==> config.mk <==
export PLATFORM = sky130hd
export DESIGN_NAME = mem_game
export DESIGN_NICKNAME = d
export VERILOG_FILES = /design/src/verilog/mem_game_pkg.sv /design/src/verilog/puzzle_source.sv /design/src/verilog/stage_slot.sv /design/src/verilog/press_judge.sv /design/src/verilog/mem_game.sv
export SDC_FILE = /design/constraint.sdc
export NUM_CORES = 1
export LEC_CHECK = 0
export BUFFER_PORTS_ARGS = -buffer_cell sky130_fd_sc_hd__buf_2
export CORE_MARGIN = 3
export CORE_UTILIZATION = 50
export CTS_CLUSTER_DIAMETER = 200
export DETAILED_ROUTE_END_ITERATION = 6
export PLACE_DENSITY = 0.68
export SYNTH_ARGS = -nofsm -noshare
export SYNTH_HDL_FRONTEND = slang
export SYNTH_SLANG_ARGS = --single-unit
export TNS_END_PERCENT = 30
==> constraint.sdc <==
create_clock -name clk -period 3.5 [get_ports clk]
set_input_delay 0.175 -clock clk [delete_from_list [all_inputs] [get_ports clk]]
set_output_delay 0.175 -clock clk [all_outputs]
set_load 0.05 [all_outputs]
==> src/verilog/mem_game_pkg.sv <==
package mem_game_pkg;

    // display digit or button label, 0 to 3
    typedef logic [1:0] digit_t;

    // button position, 0 is the leftmost button
    typedef logic [1:0] pos_t;

    // stage index, 0 to 4
    typedef logic [2:0] stage_t;

    // the stage rules are written for exactly five stages
    localparam int NUM_STAGES = 5;

    // encoding shared with the game's top-level FSM
    typedef enum logic [2:0] {
        GAME_IDLE = 3'd0,
        GAME_RUN  = 3'd1,
        GAME_WON  = 3'd2,
        GAME_LOST = 3'd3
    } game_state_t;

    // press judge FSM
    typedef enum logic [1:0] {
        // no puzzle drawn since reset
        ST_WAIT    = 2'd0,
        ST_ARMED   = 2'd1,
        ST_CLEARED = 2'd2
    } judge_state_t;

endpackage

==> src/verilog/puzzle_source.sv <==
`timescale 1ns/1ns

module puzzle_source import mem_game_pkg::*; #(
    parameter logic [15:0] LFSR_SEED = 16'hACE1
) (
    input  logic                  clk,
    input  logic                  rst_n,
    input  logic                  activate_rand,
    output logic [NUM_STAGES-1:0] load_en,
    output digit_t                load_display,
    output digit_t                load_label_0,
    output digit_t                load_label_1,
    output digit_t                load_label_2,
    output digit_t                load_label_3,
    output logic                  puzzle_ready
);

    logic [15:0]           lfsr;
    logic [NUM_STAGES-1:0] load_ptr;
    pos_t                  rot;
    logic                  swap;
    digit_t                base [4];

    // galois lfsr, x^16 + x^14 + x^13 + x^11 + 1, free running
    always_ff @(posedge clk) begin
        if (!rst_n) begin
            lfsr <= LFSR_SEED;
        end else begin
            lfsr <= {1'b0, lfsr[15:1]} ^ (lfsr[0] ? 16'hB400 : 16'h0000);
        end
    end

    // one-hot pointer walks slots 0..4 in the five cycles after activate_rand
    always_ff @(posedge clk) begin
        if (!rst_n) begin
            load_ptr     <= '0;
            puzzle_ready <= 1'b0;
        end else if (activate_rand) begin
            load_ptr     <= NUM_STAGES'(1);
            puzzle_ready <= 1'b0;
        end else begin
            load_ptr <= load_ptr << 1;
            if (load_ptr[NUM_STAGES-1]) begin
                puzzle_ready <= 1'b1;
            end
        end
    end

    assign load_en = load_ptr;

    // draw from spread lfsr bits so neighbouring slots differ more
    assign load_display = lfsr[1:0];
    assign rot          = lfsr[6:5];
    assign swap         = lfsr[11];

    // identity with optional middle swap, then rotated: eight permutations
    always_comb begin
        base[0] = 2'd0;
        base[1] = swap ? 2'd2 : 2'd1;
        base[2] = swap ? 2'd1 : 2'd2;
        base[3] = 2'd3;
    end

    // index arithmetic wraps in two bits
    assign load_label_0 = base[rot];
    assign load_label_1 = base[rot + 2'd1];
    assign load_label_2 = base[rot + 2'd2];
    assign load_label_3 = base[rot + 2'd3];

endmodule

==> src/verilog/stage_slot.sv <==
`timescale 1ns/1ns

module stage_slot import mem_game_pkg::*; (
    input  logic   clk,
    input  logic   rst_n,
    input  logic   load_en,
    input  digit_t load_display,
    input  digit_t load_label_0,
    input  digit_t load_label_1,
    input  digit_t load_label_2,
    input  digit_t load_label_3,
    input  logic   rec_en,
    input  pos_t   rec_pos,
    input  digit_t rec_label,
    input  logic   clr_rec,
    output digit_t display,
    output digit_t label_0,
    output digit_t label_1,
    output digit_t label_2,
    output digit_t label_3,
    output pos_t   rec_pos_out,
    output digit_t rec_label_out
);

    // puzzle contents for this stage
    always_ff @(posedge clk) begin
        if (load_en) begin
            display <= load_display;
            label_0 <= load_label_0;
            label_1 <= load_label_1;
            label_2 <= load_label_2;
            label_3 <= load_label_3;
        end
    end

    // correct press made at this stage, read back by later stage rules
    always_ff @(posedge clk) begin
        if (!rst_n || clr_rec) begin
            rec_pos_out   <= '0;
            rec_label_out <= '0;
        end else if (rec_en) begin
            rec_pos_out   <= rec_pos;
            rec_label_out <= rec_label;
        end
    end

endmodule

==> src/verilog/press_judge.sv <==
`timescale 1ns/1ns

module press_judge import mem_game_pkg::*; #(
    parameter logic [2:0] MODULE_ID = 3'd2
) (
    input  logic                  clk,
    input  logic                  rst_n,
    input  logic                  strobe,
    input  logic [5:0]            button,
    input  game_state_t           game_state_in,
    input  logic [2:0]            playing_state_in,
    input  logic                  activate_rand,
    input  logic                  puzzle_ready,
    input  digit_t                slot_display [NUM_STAGES],
    input  digit_t                slot_label_0 [NUM_STAGES],
    input  digit_t                slot_label_1 [NUM_STAGES],
    input  digit_t                slot_label_2 [NUM_STAGES],
    input  digit_t                slot_label_3 [NUM_STAGES],
    input  pos_t                  slot_rec_pos [NUM_STAGES],
    input  digit_t                slot_rec_label [NUM_STAGES],
    output logic [NUM_STAGES-1:0] rec_en,
    output pos_t                  rec_pos,
    output digit_t                rec_label,
    output logic                  clr_rec,
    output pos_t                  mem_pos,
    output stage_t                stage,
    output logic                  mem_error,
    output logic                  mem_clear,
    output digit_t                display_num,
    output digit_t                label_0,
    output digit_t                label_1,
    output digit_t                label_2,
    output digit_t                label_3
);

    judge_state_t state;
    logic         activate_q;
    logic         one_hot;
    pos_t         press_pos;
    logic         accept;
    logic         correct;
    pos_t         rule_pos;
    digit_t       cur_disp;
    digit_t       cur_lab [4];

    // position whose label equals value; labels are a permutation
    function automatic pos_t find_pos(input digit_t lab [4], input digit_t value);
        pos_t p;
        p = '0;
        for (int i = 0; i < 4; i++) begin
            if (lab[i] == value) begin
                p = pos_t'(i);
            end
        end
        return p;
    endfunction

    // current stage's puzzle
    assign cur_disp   = slot_display[stage];
    assign cur_lab[0] = slot_label_0[stage];
    assign cur_lab[1] = slot_label_1[stage];
    assign cur_lab[2] = slot_label_2[stage];
    assign cur_lab[3] = slot_label_3[stage];

    assign display_num = cur_disp;
    assign label_0     = cur_lab[0];
    assign label_1     = cur_lab[1];
    assign label_2     = cur_lab[2];
    assign label_3     = cur_lab[3];

    // button[5:4] are navigation and take no part here
    always_comb begin
        one_hot   = 1'b1;
        press_pos = '0;
        case (button[3:0])
            4'b0001: press_pos = 2'd0;
            4'b0010: press_pos = 2'd1;
            4'b0100: press_pos = 2'd2;
            4'b1000: press_pos = 2'd3;
            default: one_hot   = 1'b0;
        endcase
    end

    assign accept = strobe && one_hot && puzzle_ready && (state == ST_ARMED)
                 && (game_state_in == GAME_RUN) && (playing_state_in == MODULE_ID);

    // stage rules
    always_comb begin
        rule_pos = '0;
        case (stage)
            3'd0: begin
                case (cur_disp)
                    2'd0, 2'd1: rule_pos = 2'd1;
                    2'd2:       rule_pos = 2'd2;
                    default:    rule_pos = 2'd3;
                endcase
            end
            3'd1: begin
                case (cur_disp)
                    2'd0:    rule_pos = find_pos(cur_lab, 2'd3);
                    2'd2:    rule_pos = 2'd0;
                    default: rule_pos = slot_rec_pos[0];
                endcase
            end
            3'd2: begin
                case (cur_disp)
                    2'd0:    rule_pos = find_pos(cur_lab, slot_rec_label[1]);
                    2'd1:    rule_pos = find_pos(cur_lab, slot_rec_label[0]);
                    2'd2:    rule_pos = 2'd2;
                    default: rule_pos = find_pos(cur_lab, 2'd3);
                endcase
            end
            3'd3: begin
                case (cur_disp)
                    2'd0:    rule_pos = slot_rec_pos[0];
                    2'd1:    rule_pos = 2'd0;
                    default: rule_pos = slot_rec_pos[1];
                endcase
            end
            default: begin
                // label from an earlier stage, note 2 and 3 cross over
                case (cur_disp)
                    2'd0:    rule_pos = find_pos(cur_lab, slot_rec_label[0]);
                    2'd1:    rule_pos = find_pos(cur_lab, slot_rec_label[1]);
                    2'd2:    rule_pos = find_pos(cur_lab, slot_rec_label[3]);
                    default: rule_pos = find_pos(cur_lab, slot_rec_label[2]);
                endcase
            end
        endcase
    end

    assign correct = (press_pos == rule_pos);

    // record into the current stage's slot on a correct press
    always_comb begin
        rec_en = '0;
        if (accept && correct) begin
            rec_en[stage] = 1'b1;
        end
    end

    assign rec_pos   = press_pos;
    assign rec_label = cur_lab[press_pos];
    assign clr_rec   = activate_q || (accept && !correct);

    always_ff @(posedge clk) begin
        if (!rst_n) begin
            state      <= ST_WAIT;
            activate_q <= 1'b0;
            stage      <= '0;
            mem_pos    <= '0;
            mem_error  <= 1'b0;
            mem_clear  <= 1'b0;
        end else begin
            activate_q <= activate_rand;
            mem_error  <= accept && !correct;
            if (accept) begin
                mem_pos <= press_pos;
            end
            // new puzzle being loaded, restart from stage 0
            if (activate_q) begin
                state     <= ST_ARMED;
                stage     <= '0;
                mem_clear <= 1'b0;
            end else if (accept) begin
                if (!correct) begin
                    stage <= '0;
                end else if (stage == stage_t'(NUM_STAGES - 1)) begin
                    mem_clear <= 1'b1;
                    state     <= ST_CLEARED;
                end else begin
                    stage <= stage + stage_t'(1);
                end
            end
        end
    end

endmodule

==> src/verilog/mem_game.sv <==
`timescale 1ns/1ns

module mem_game import mem_game_pkg::*; #(
    parameter logic [2:0]  MODULE_ID = 3'd2,
    parameter logic [15:0] LFSR_SEED = 16'hACE1
) (
    input  logic        clk,
    input  logic        rst_n,
    input  logic [5:0]  button,
    input  logic        strobe,
    input  game_state_t game_state_in,
    input  logic [2:0]  playing_state_in,
    input  logic        activate_rand,
    output logic        mem_error,
    output logic        mem_clear,
    output pos_t        mem_pos,
    output stage_t      stage,
    output digit_t      display_num,
    output digit_t      label_0,
    output digit_t      label_1,
    output digit_t      label_2,
    output digit_t      label_3,
    output logic        puzzle_ready
);

    logic [NUM_STAGES-1:0] load_en;
    digit_t                load_display;
    digit_t                load_label_0;
    digit_t                load_label_1;
    digit_t                load_label_2;
    digit_t                load_label_3;

    logic [NUM_STAGES-1:0] rec_en;
    pos_t                  rec_pos;
    digit_t                rec_label;
    logic                  clr_rec;

    digit_t slot_display   [NUM_STAGES];
    digit_t slot_label_0   [NUM_STAGES];
    digit_t slot_label_1   [NUM_STAGES];
    digit_t slot_label_2   [NUM_STAGES];
    digit_t slot_label_3   [NUM_STAGES];
    pos_t   slot_rec_pos   [NUM_STAGES];
    digit_t slot_rec_label [NUM_STAGES];

    puzzle_source #(
        .LFSR_SEED(LFSR_SEED)
    ) u_source (
        .clk          (clk),
        .rst_n        (rst_n),
        .activate_rand(activate_rand),
        .load_en      (load_en),
        .load_display (load_display),
        .load_label_0 (load_label_0),
        .load_label_1 (load_label_1),
        .load_label_2 (load_label_2),
        .load_label_3 (load_label_3),
        .puzzle_ready (puzzle_ready)
    );

    // one slot per stage, shared load and record buses
    for (genvar i = 0; i < NUM_STAGES; i++) begin : g_slot
        stage_slot u_slot (
            .clk          (clk),
            .rst_n        (rst_n),
            .load_en      (load_en[i]),
            .load_display (load_display),
            .load_label_0 (load_label_0),
            .load_label_1 (load_label_1),
            .load_label_2 (load_label_2),
            .load_label_3 (load_label_3),
            .rec_en       (rec_en[i]),
            .rec_pos      (rec_pos),
            .rec_label    (rec_label),
            .clr_rec      (clr_rec),
            .display      (slot_display[i]),
            .label_0      (slot_label_0[i]),
            .label_1      (slot_label_1[i]),
            .label_2      (slot_label_2[i]),
            .label_3      (slot_label_3[i]),
            .rec_pos_out  (slot_rec_pos[i]),
            .rec_label_out(slot_rec_label[i])
        );
    end

    press_judge #(
        .MODULE_ID(MODULE_ID)
    ) u_judge (
        .clk             (clk),
        .rst_n           (rst_n),
        .strobe          (strobe),
        .button          (button),
        .game_state_in   (game_state_in),
        .playing_state_in(playing_state_in),
        .activate_rand   (activate_rand),
        .puzzle_ready    (puzzle_ready),
        .slot_display    (slot_display),
        .slot_label_0    (slot_label_0),
        .slot_label_1    (slot_label_1),
        .slot_label_2    (slot_label_2),
        .slot_label_3    (slot_label_3),
        .slot_rec_pos    (slot_rec_pos),
        .slot_rec_label  (slot_rec_label),
        .rec_en          (rec_en),
        .rec_pos         (rec_pos),
        .rec_label       (rec_label),
        .clr_rec         (clr_rec),
        .mem_pos         (mem_pos),
        .stage           (stage),
        .mem_error       (mem_error),
        .mem_clear       (mem_clear),
        .display_num     (display_num),
        .label_0         (label_0),
        .label_1         (label_1),
        .label_2         (label_2),
        .label_3         (label_3)
    );

endmodule

==> reports/qor.yml, run 1 <==
outcome:
  outcome: "completed"
global_route:
  grt_pass1_vias: 3358
  grt_pass1_wl_um: 17600
  grt_max_degree: 25
  grt_antenna_before_repair: 0
  grt_usage: 0.217
  globalRoute.totalOverflow: 0
critical_path:
  crit_path_start: "u_judge.stage[0]"
  cp-end-kind: "flip-flop"
  crit_top_cell: "buf_4"
  crit_type: "reg -> reg"
  r2r_start: "u_judge.stage[0]"
  worstPathCellList: "buf_4 -> nor3b_4 -> buf_4 -> a22o_1 -> xor2_1 -> a2111oi_4 -> o22a_2 -> o221ai_2 -> a41oi_2 -> xor2_2 -> buf_4 -> nand3_2 -> o31a_1"
  arrival_ns: 3.62
  cp_slowest_stage_delay_ns: 0.42
  start_kind: "flip-flop"
  crit_fanout: 15
  slowest_stage: "dfxtp_4"
  cp.buffers_inverters: 3
  critPathTopFamily: "compound AO/OA/AOI/OAI gates"
  critPathRequiredTime_ns: 3.74
clock_network:
  clk_pin_slew_ns: 0.11
  cts_sinks: 92
  clkLatencyLatePin_ns: 0.35
  root_buffer: "clkbuf_8"
  cts_htree_levels: 3
  clockBufferDepth: 2
  cts_tree: "built"
  cts_buffers: 9
place:
  gp_congestion: 0.936
  place_worst_setup_slack_ns: -0.0148
  port_buffers: 31
  dp_hpwl_um: 8150
  place_area_um2: 5070
routing:
  dr.pass1.iters: 5
  wl_per_cell_um: 18.0
  drc_errors: 0
  ant_nets: 0
  via_per_inst: 5.80
  drt_iter0_markers: 245
  routed_wl_um: 11100
  vias: 3563
synthesis:
  async_flop_share: 0
  synthDistinctLibCells: 75
  synth_seq_cells: 92
  ys_seq_area_frac: 0.495
  syn_nets: 460
  synth_area_per_cell_um2: 10.8
  synthFlopType: "edfxtp_1"
  yosys_warnings: 0
  synth_edf_count: 50
  syn_area_um2: 4730
  netlist_instances: 439
sta:
  fmax_ghz: 0.296
  relSlewSlack: 0.488
  final_max_slew_viol_count: 0
  timing.final.ws_setup_ns: 0.119
  fin_skew_ns: 0.0161
  max_slew.worst_pin.slew_ns: 0.766
  fin_crit_sh: 0.966
  setup_viol: 0
  fin_crit_ns: 3.38
  hold_violations: 0
layout:
  num_antenna_cells: 0
  drive_above_1_share: 0.236
  utilization: 0.599
  final_area_um2: 5380
  syn2layout_area_growth_pct: 13.6
  finalNetCount: 504
run:
  maxCapViolCount: 0
worst_hold_path:
  hp-class: "in -> reg"
  min-delay-start: "activate_rand"
power_and_ir_drop:
  power.density_nw_per_um2: 393
  cellLeakagePower_nw: 1.90
  power_mw: 2.12
  peakVddDrop_v: 0.000329
die:
  core_area_um2: 8980
  dieArea_um2: 10700
  rows: 34
  die_w_um: 103
  initial_utilization: 0.527
  dieHeight_um: 103
  ios: 34
## cells in the mapped netlist (3+ instances only)
cell / count / area, um^2
mux2i_1: 7 / 70.1
o22ai_1: 7 / 43.8
dfxtp_1: 42 / 841
and3_1: 7 / 43.8
nand2b_1: 9 / 56.3
o31ai_1: 3 / 22.5
buf_6: 5 / 56.3
xor2_1: 4 / 35.0
nand4_1: 6 / 37.5
inv_1: 12 / 45.0
or3_1: 10 / 62.6
edfxtp_1: 50 / 1500
mux4_2: 5 / 113
nor3_1: 20 / 100
nor4bb_1: 4 / 40.0
o211ai_1: 7 / 52.6
xnor2_1: 19 / 166
o22a_1: 3 / 26.3
nand3_1: 9 / 45.0
a22oi_1: 3 / 22.5
nand2_1: 46 / 173
a31oi_1: 5 / 31.3
nor2b_1: 7 / 43.8
and2_1: 17 / 106
o21a_1: 3 / 22.5
buf_4: 4 / 30.0
buf_2: 4 / 20.0
ha_1: 5 / 62.6
clkbuf_1: 11 / 41.3
a211oi_1: 5 / 37.5
nor2_1: 18 / 67.6
a21oi_1: 15 / 75.1
a32oi_1: 4 / 35.0
o21ai_0: 12 / 60.1
## flip-flops by register name, indices dropped and copies added (netlist names), 2 cells and up
name / count
g_slot.u_slot.label_0: 10
u_source.lfsr: 16
u_judge.mem_pos: 2
g_slot.u_slot.label_1: 10
u_judge.stage: 3
g_slot.u_slot.label_3: 10
u_source.load_en: 5
g_slot.u_slot.display: 10
g_slot.u_slot.label_2: 10
g_slot.u_slot.rec_label_out: 8
g_slot.u_slot.rec_pos_out: 4
## worst register-to-register path: cells and delay by family (launching register included)
kind / cells / cell delay (ns)
XOR/XNOR: 2 / 0.33
AO/OA/AOI/OAI: 6 / 1.54
buffers and inverters: 3 / 0.56
AND/OR/NAND/NOR: 2 / 0.42
flip-flops: 1 / 0.42
## kinds of logic after synthesis
family / after synthesis / synth area share
compound gates: 96 / 0.165
xor+xnor: 25 / 0.0494
fa+ha+maj: 5 / 0.0132
buf+inv: 39 / 0.0431
flops: 92 / 0.495
mux: 13 / 0.0410
simple gates: 169 / 0.193
## what timing repair did
| item | in CTS | in global routing |
|---|---|---|
| setup buffers | 0 | 6 |
| endpoints found under the setup margin | 2 | 18 |
| hold buffers | 0 | 0 |
| pin swaps | 1 | 2 |
| gates resized for setup | 1 | 12 |
## worst paths after layout
check | end | slack, ns | cells past startpoint
max | u_judge.state[0] | 0.12 | 13
min | u_source.load_en[0] | 0.05 | 2
min reg2reg | u_source.lfsr[6] | 0.42 | 1
max reg2reg | u_judge.state[0] | 0.12 | 13
## cells in the final DEF (no fill, tap or decap), drive strengths merged, types with 3 or more instances in the layout
master,n
dfxtp,42
or2,3
a32oi,4
a31oi,7
clkbuf,10
o21ai,12
o22a,4
o21a,3
and2,17
o211ai,7
inv,17
xnor2,20
buf,57
nor2b,7
a211oi,5
nor3b,3
a21oi,15
o22ai,7
nand2,47
and3,7
ha,5
mux2i,7
nand2b,9
a22oi,5
xor2,5
nor4bb,4
mux4,5
nand4,6
or3,10
o31ai,4
clkinv,4
nand3,10
nor3,20
o221ai,3
edfxtp,50
nor2,19
o32ai,3
## cell type report
| class | instances | area, um^2 |
|---|---|---|
| Fill cell | 749 | 3600 |
| Sequential cell | 92 | 2350 |
| Multi-Input combinational cell | 308 | 2240 |
| Timing Repair Buffer | 57 | 363 |
| Tap cell | 126 | 158 |
| Clock buffer | 10 | 149 |
| Clock inverter | 6 | 62.6 |
| Inverter | 15 | 57.6 |
## routing by layer
layer	track usage	vias up	wire length (um)
li1	-	1727	-
met1	0.287	1700	4820
met2	0.362	117	5500
met3	0.0369	19	560
met4	0.0767	0	206
met5	0	-	0
## where the power goes
part | switching, mW | internal, mW
Clock | 0.397 | 0.320
Combinational | 0.134 | 0.0788
Sequential | 0.0175 | 1.17
## through the flow
step	cells	hold WS [ns]	TNS [ns]
2_1_floorplan	439	0.249	0
3_5_place_dp	592	0.399	-0.0259
4_1_cts	608	0.0346	0
6_report	614	0.0510	0
3_3_place_gp	592	0.395	0
5_1_grt	614	0.0480	-0.0267
Power figures use the tool's default switching activity.
==> inputs of run 2 (changes only) <==
--- a/config.mk
+++ b/config.mk
@@ -5,7 +5,7 @@
 export SDC_FILE = /design/constraint.sdc
 export NUM_CORES = 1
 export LEC_CHECK = 0
-export BUFFER_PORTS_ARGS = -buffer_cell sky130_fd_sc_hd__buf_2
+export BUFFER_PORTS_ARGS = -buffer_cell sky130_fd_sc_hd__buf_4
 export CORE_MARGIN = 3
 export CORE_UTILIZATION = 50
 export CTS_CLUSTER_DIAMETER = 200
==> reports/qor.yml, run 2 (synthesis results as in run 1) <==
critical_path:
  crit_top_cell: "buf_4"
  cp-end-kind: "flip-flop"
  slowest_stage: "dfxtp_4"
  crit_fanout: 15  # unchanged
  arrival_ns: 3.57  # -0.05 ns
  critPathRequiredTime_ns: 3.75  # about the same
  rrSetupSlack_ns: 0.18  # +0.06 ns
  worstPathCellList: "buf_12 -> nor3b_4 -> buf_4 -> a22o_2 -> xor2_1 -> a2111oi_2 -> o22a_2 -> o221ai_2 -> a41oi_2 -> xor2_4 -> buf_4 -> a31oi_1 -> o32ai_1"
  cp_slowest_stage_delay_ns: 0.44  # +0.02 ns
  ff2ff_path_depth: 13  # unchanged
  start_kind: "flip-flop"
  r2r_start: "u_judge.stage[1]"
  crit_type: "reg -> reg"
  reg2reg_to: "g_slot[3].u_slot.rec_label_out[1]"
clock_network:
  cts_htree_levels: 3  # unchanged
  cts_tree: "built"
  root_buffer: "clkbuf_8"
  clkLatencyLatePin_ns: 0.35  # about the same
  clk_pin_slew_ns: 0.10  # about the same
  ctsHoldBuffers: 0  # unchanged
  cts_buffers: 9  # unchanged
  cts_sinks: 92  # unchanged
  clockBufferDepth: 2  # unchanged
layout:
  layout_commonest_cell: "buf_4"
  n_fill_cell: 738  # -1.5%
  drive_above_1_share: 0.234  # -0.00144
  syn2layout_area_growth_pct: 14.8
  finalNetCount: 507  # +0.60%
  utilization: 0.606  # +0.00627
  largest_register_ffs: 16  # unchanged
  num_antenna_cells: 0  # unchanged
  top_register: "u_source.lfsr"
  layout_common_cells: "buf_4, edfxtp_1, nand2_1"
die:
  dieHeight_um: 103  # unchanged
  dieArea_um2: 10700  # unchanged
  initial_utilization: 0.527  # unchanged
  core_area_um2: 8980  # unchanged
  rows: 34  # unchanged
  die_w_um: 103  # unchanged
  ios: 34  # unchanged
worst_hold_path:
  hp-class: "in -> reg"
  min_delay_path_depth: 2  # unchanged
  hold_end: "u_source.load_en[0]"
  min-delay-start: "activate_rand"
routing:
  dr.pass1.iters: 6  # +1
  vias: 3616  # +1.5%
  via_per_inst: 5.86  # +0.99%
  routed_wl_um: 10900  # -1.7%
  wl_per_cell_um: 17.7  # -2.1%
  drt_iter0_markers: 206  # -16%
  ant_nets: 0  # unchanged
  drc_errors: 0  # unchanged
sta:
  fin_crit_sh: 0.950  # -0.0164
  hold_violations: 0  # unchanged
  setup_viol: 0  # unchanged
  relSlewSlack: 0.441  # -0.0472
  final_max_slew_viol_count: 0  # unchanged
  fin_skew_ns: 0.0179  # +0.00178 ns
  max_slew.worst_pin.slew_ns: 0.837  # +0.0706 ns
  fin_crit_ns: 3.32  # -0.0574 ns
  fmax_ghz: 0.301  # +1.7%
  fin_tns_setup_ns: 0  # unchanged
  grt_setup_unrepaired: "false"
power_and_ir_drop:
  power.density_nw_per_um2: 378  # -3.9%
  cellLeakagePower_nw: 1.92  # +1.0%
  peakVddDrop_v: 0.000339  # +3.0%
place:
  dp_hpwl_um: 8160  # +0.10%
  gp_congestion: 0.974  # +4.1%
  port_buffers: 31  # unchanged
global_route:
  grt_pass1_wl_um: 17800  # +0.82%
  grt_antenna_before_repair: 0  # unchanged
  grt_usage: 0.220  # +0.00256
  grt_pass1_vias: 3450  # +2.7%
  grt_max_degree: 25  # unchanged
  globalRoute.totalOverflow: 0  # unchanged
outcome:
  outcome: "completed"
run:
  maxCapViolCount: 0  # unchanged
## run 2: changes by cell type in the layout (fill, tap and decap cells not counted), sizes merged
cell / delta
buf: +3
inv: +2
clkbuf: -1
clkinv: -1
## run 2: stage by stage
| stage | instances | setup WS (ns) | total power [mW] | hold slack (ns) | instance area [um^2] |
|---|---|---|---|---|---|
| floorplan | 439 | 0.0880 | 1.35 | 0.249 | 4740 |
| global placement | 596 | 0.0667 | 1.42 | 0.396 | 5170 |
| detailed placement | 596 | 0.0173 | 1.42 | 0.397 | 5170 |
| CTS | 612 | 0.0194 | 2.06 | 0.0295 | 5360 |
| global route | 617 | 0.00537 | 2.14 | 0.0359 | 5440 |
| finish | 617 | 0.176 | 2.06 | 0.0407 | 5440 |
## run 2: repair_timing
item                       4_1_cts  5_1_grt
buffers inserted                 0        5
resized for setup                1        9
setup endpoints to repair        1       18
pin swaps                        0        3
## run 2: report_power, final
| part | switching (mW) | internal, mW | total, mW |
|---|---|---|---|
| registers | 0.0173 | 1.17 | 1.19 |
| clock network | 0.379 | 0.269 | 0.648 |
| logic | 0.133 | 0.0887 | 0.222 |
| total | 0.529 | 1.53 | 2.06 |
## run 2: worst max path at each step
stage / startpoint / endpoint / depth (start not counted)
6_report: u_judge.stage[1] / g_slot[3].u_slot.rec_label_out[1] / 13
5_1_grt: u_judge.stage[1] / g_slot[0].u_slot.rec_label_out[1] / 13
4_1_cts: u_judge.stage[1] / g_slot[3].u_slot.rec_label_out[1] / 13
3_5_place_dp: u_judge.stage[1] / g_slot[3].u_slot.rec_label_out[1] / 12
3_3_place_gp: u_judge.stage[1] / g_slot[3].u_slot.rec_label_out[1] / 12
2_1_floorplan: u_judge.stage[0] / u_judge.state[0] / 12
## run 2: final cells by class
class | instances | area, um^2 | area share
Multi-Input combinational cell | 308 | 2230 | 0.410
Clock inverter | 7 | 53.8 | 0.00990
Inverter | 15 | 57.6 | 0.0106
Clock buffer | 9 | 124 | 0.0228
Tap cell | 126 | 158 | 0.0290
Timing Repair Buffer | 60 | 463 | 0.0852
Sequential cell | 92 | 2350 | 0.432
## run 2: per-layer routing
metal,vias to the layer above,GRT usage,wire length (um)
li1,1737,-,-
met1,1745,0.295,4780
met2,118,0.370,5350
met3,16,0.0349,574
met4,0,0.0618,196
met5,-,0,0
## run 2: worst max-delay path: cells and delay by family (launching register included)
kind	cells	cell delay, ns
flip-flops	1	0.44
AND/OR/NAND/NOR	1	0.32
AO/OA/AOI/OAI	7	1.50
XOR/XNOR	2	0.38
buffers and inverters	3	0.56
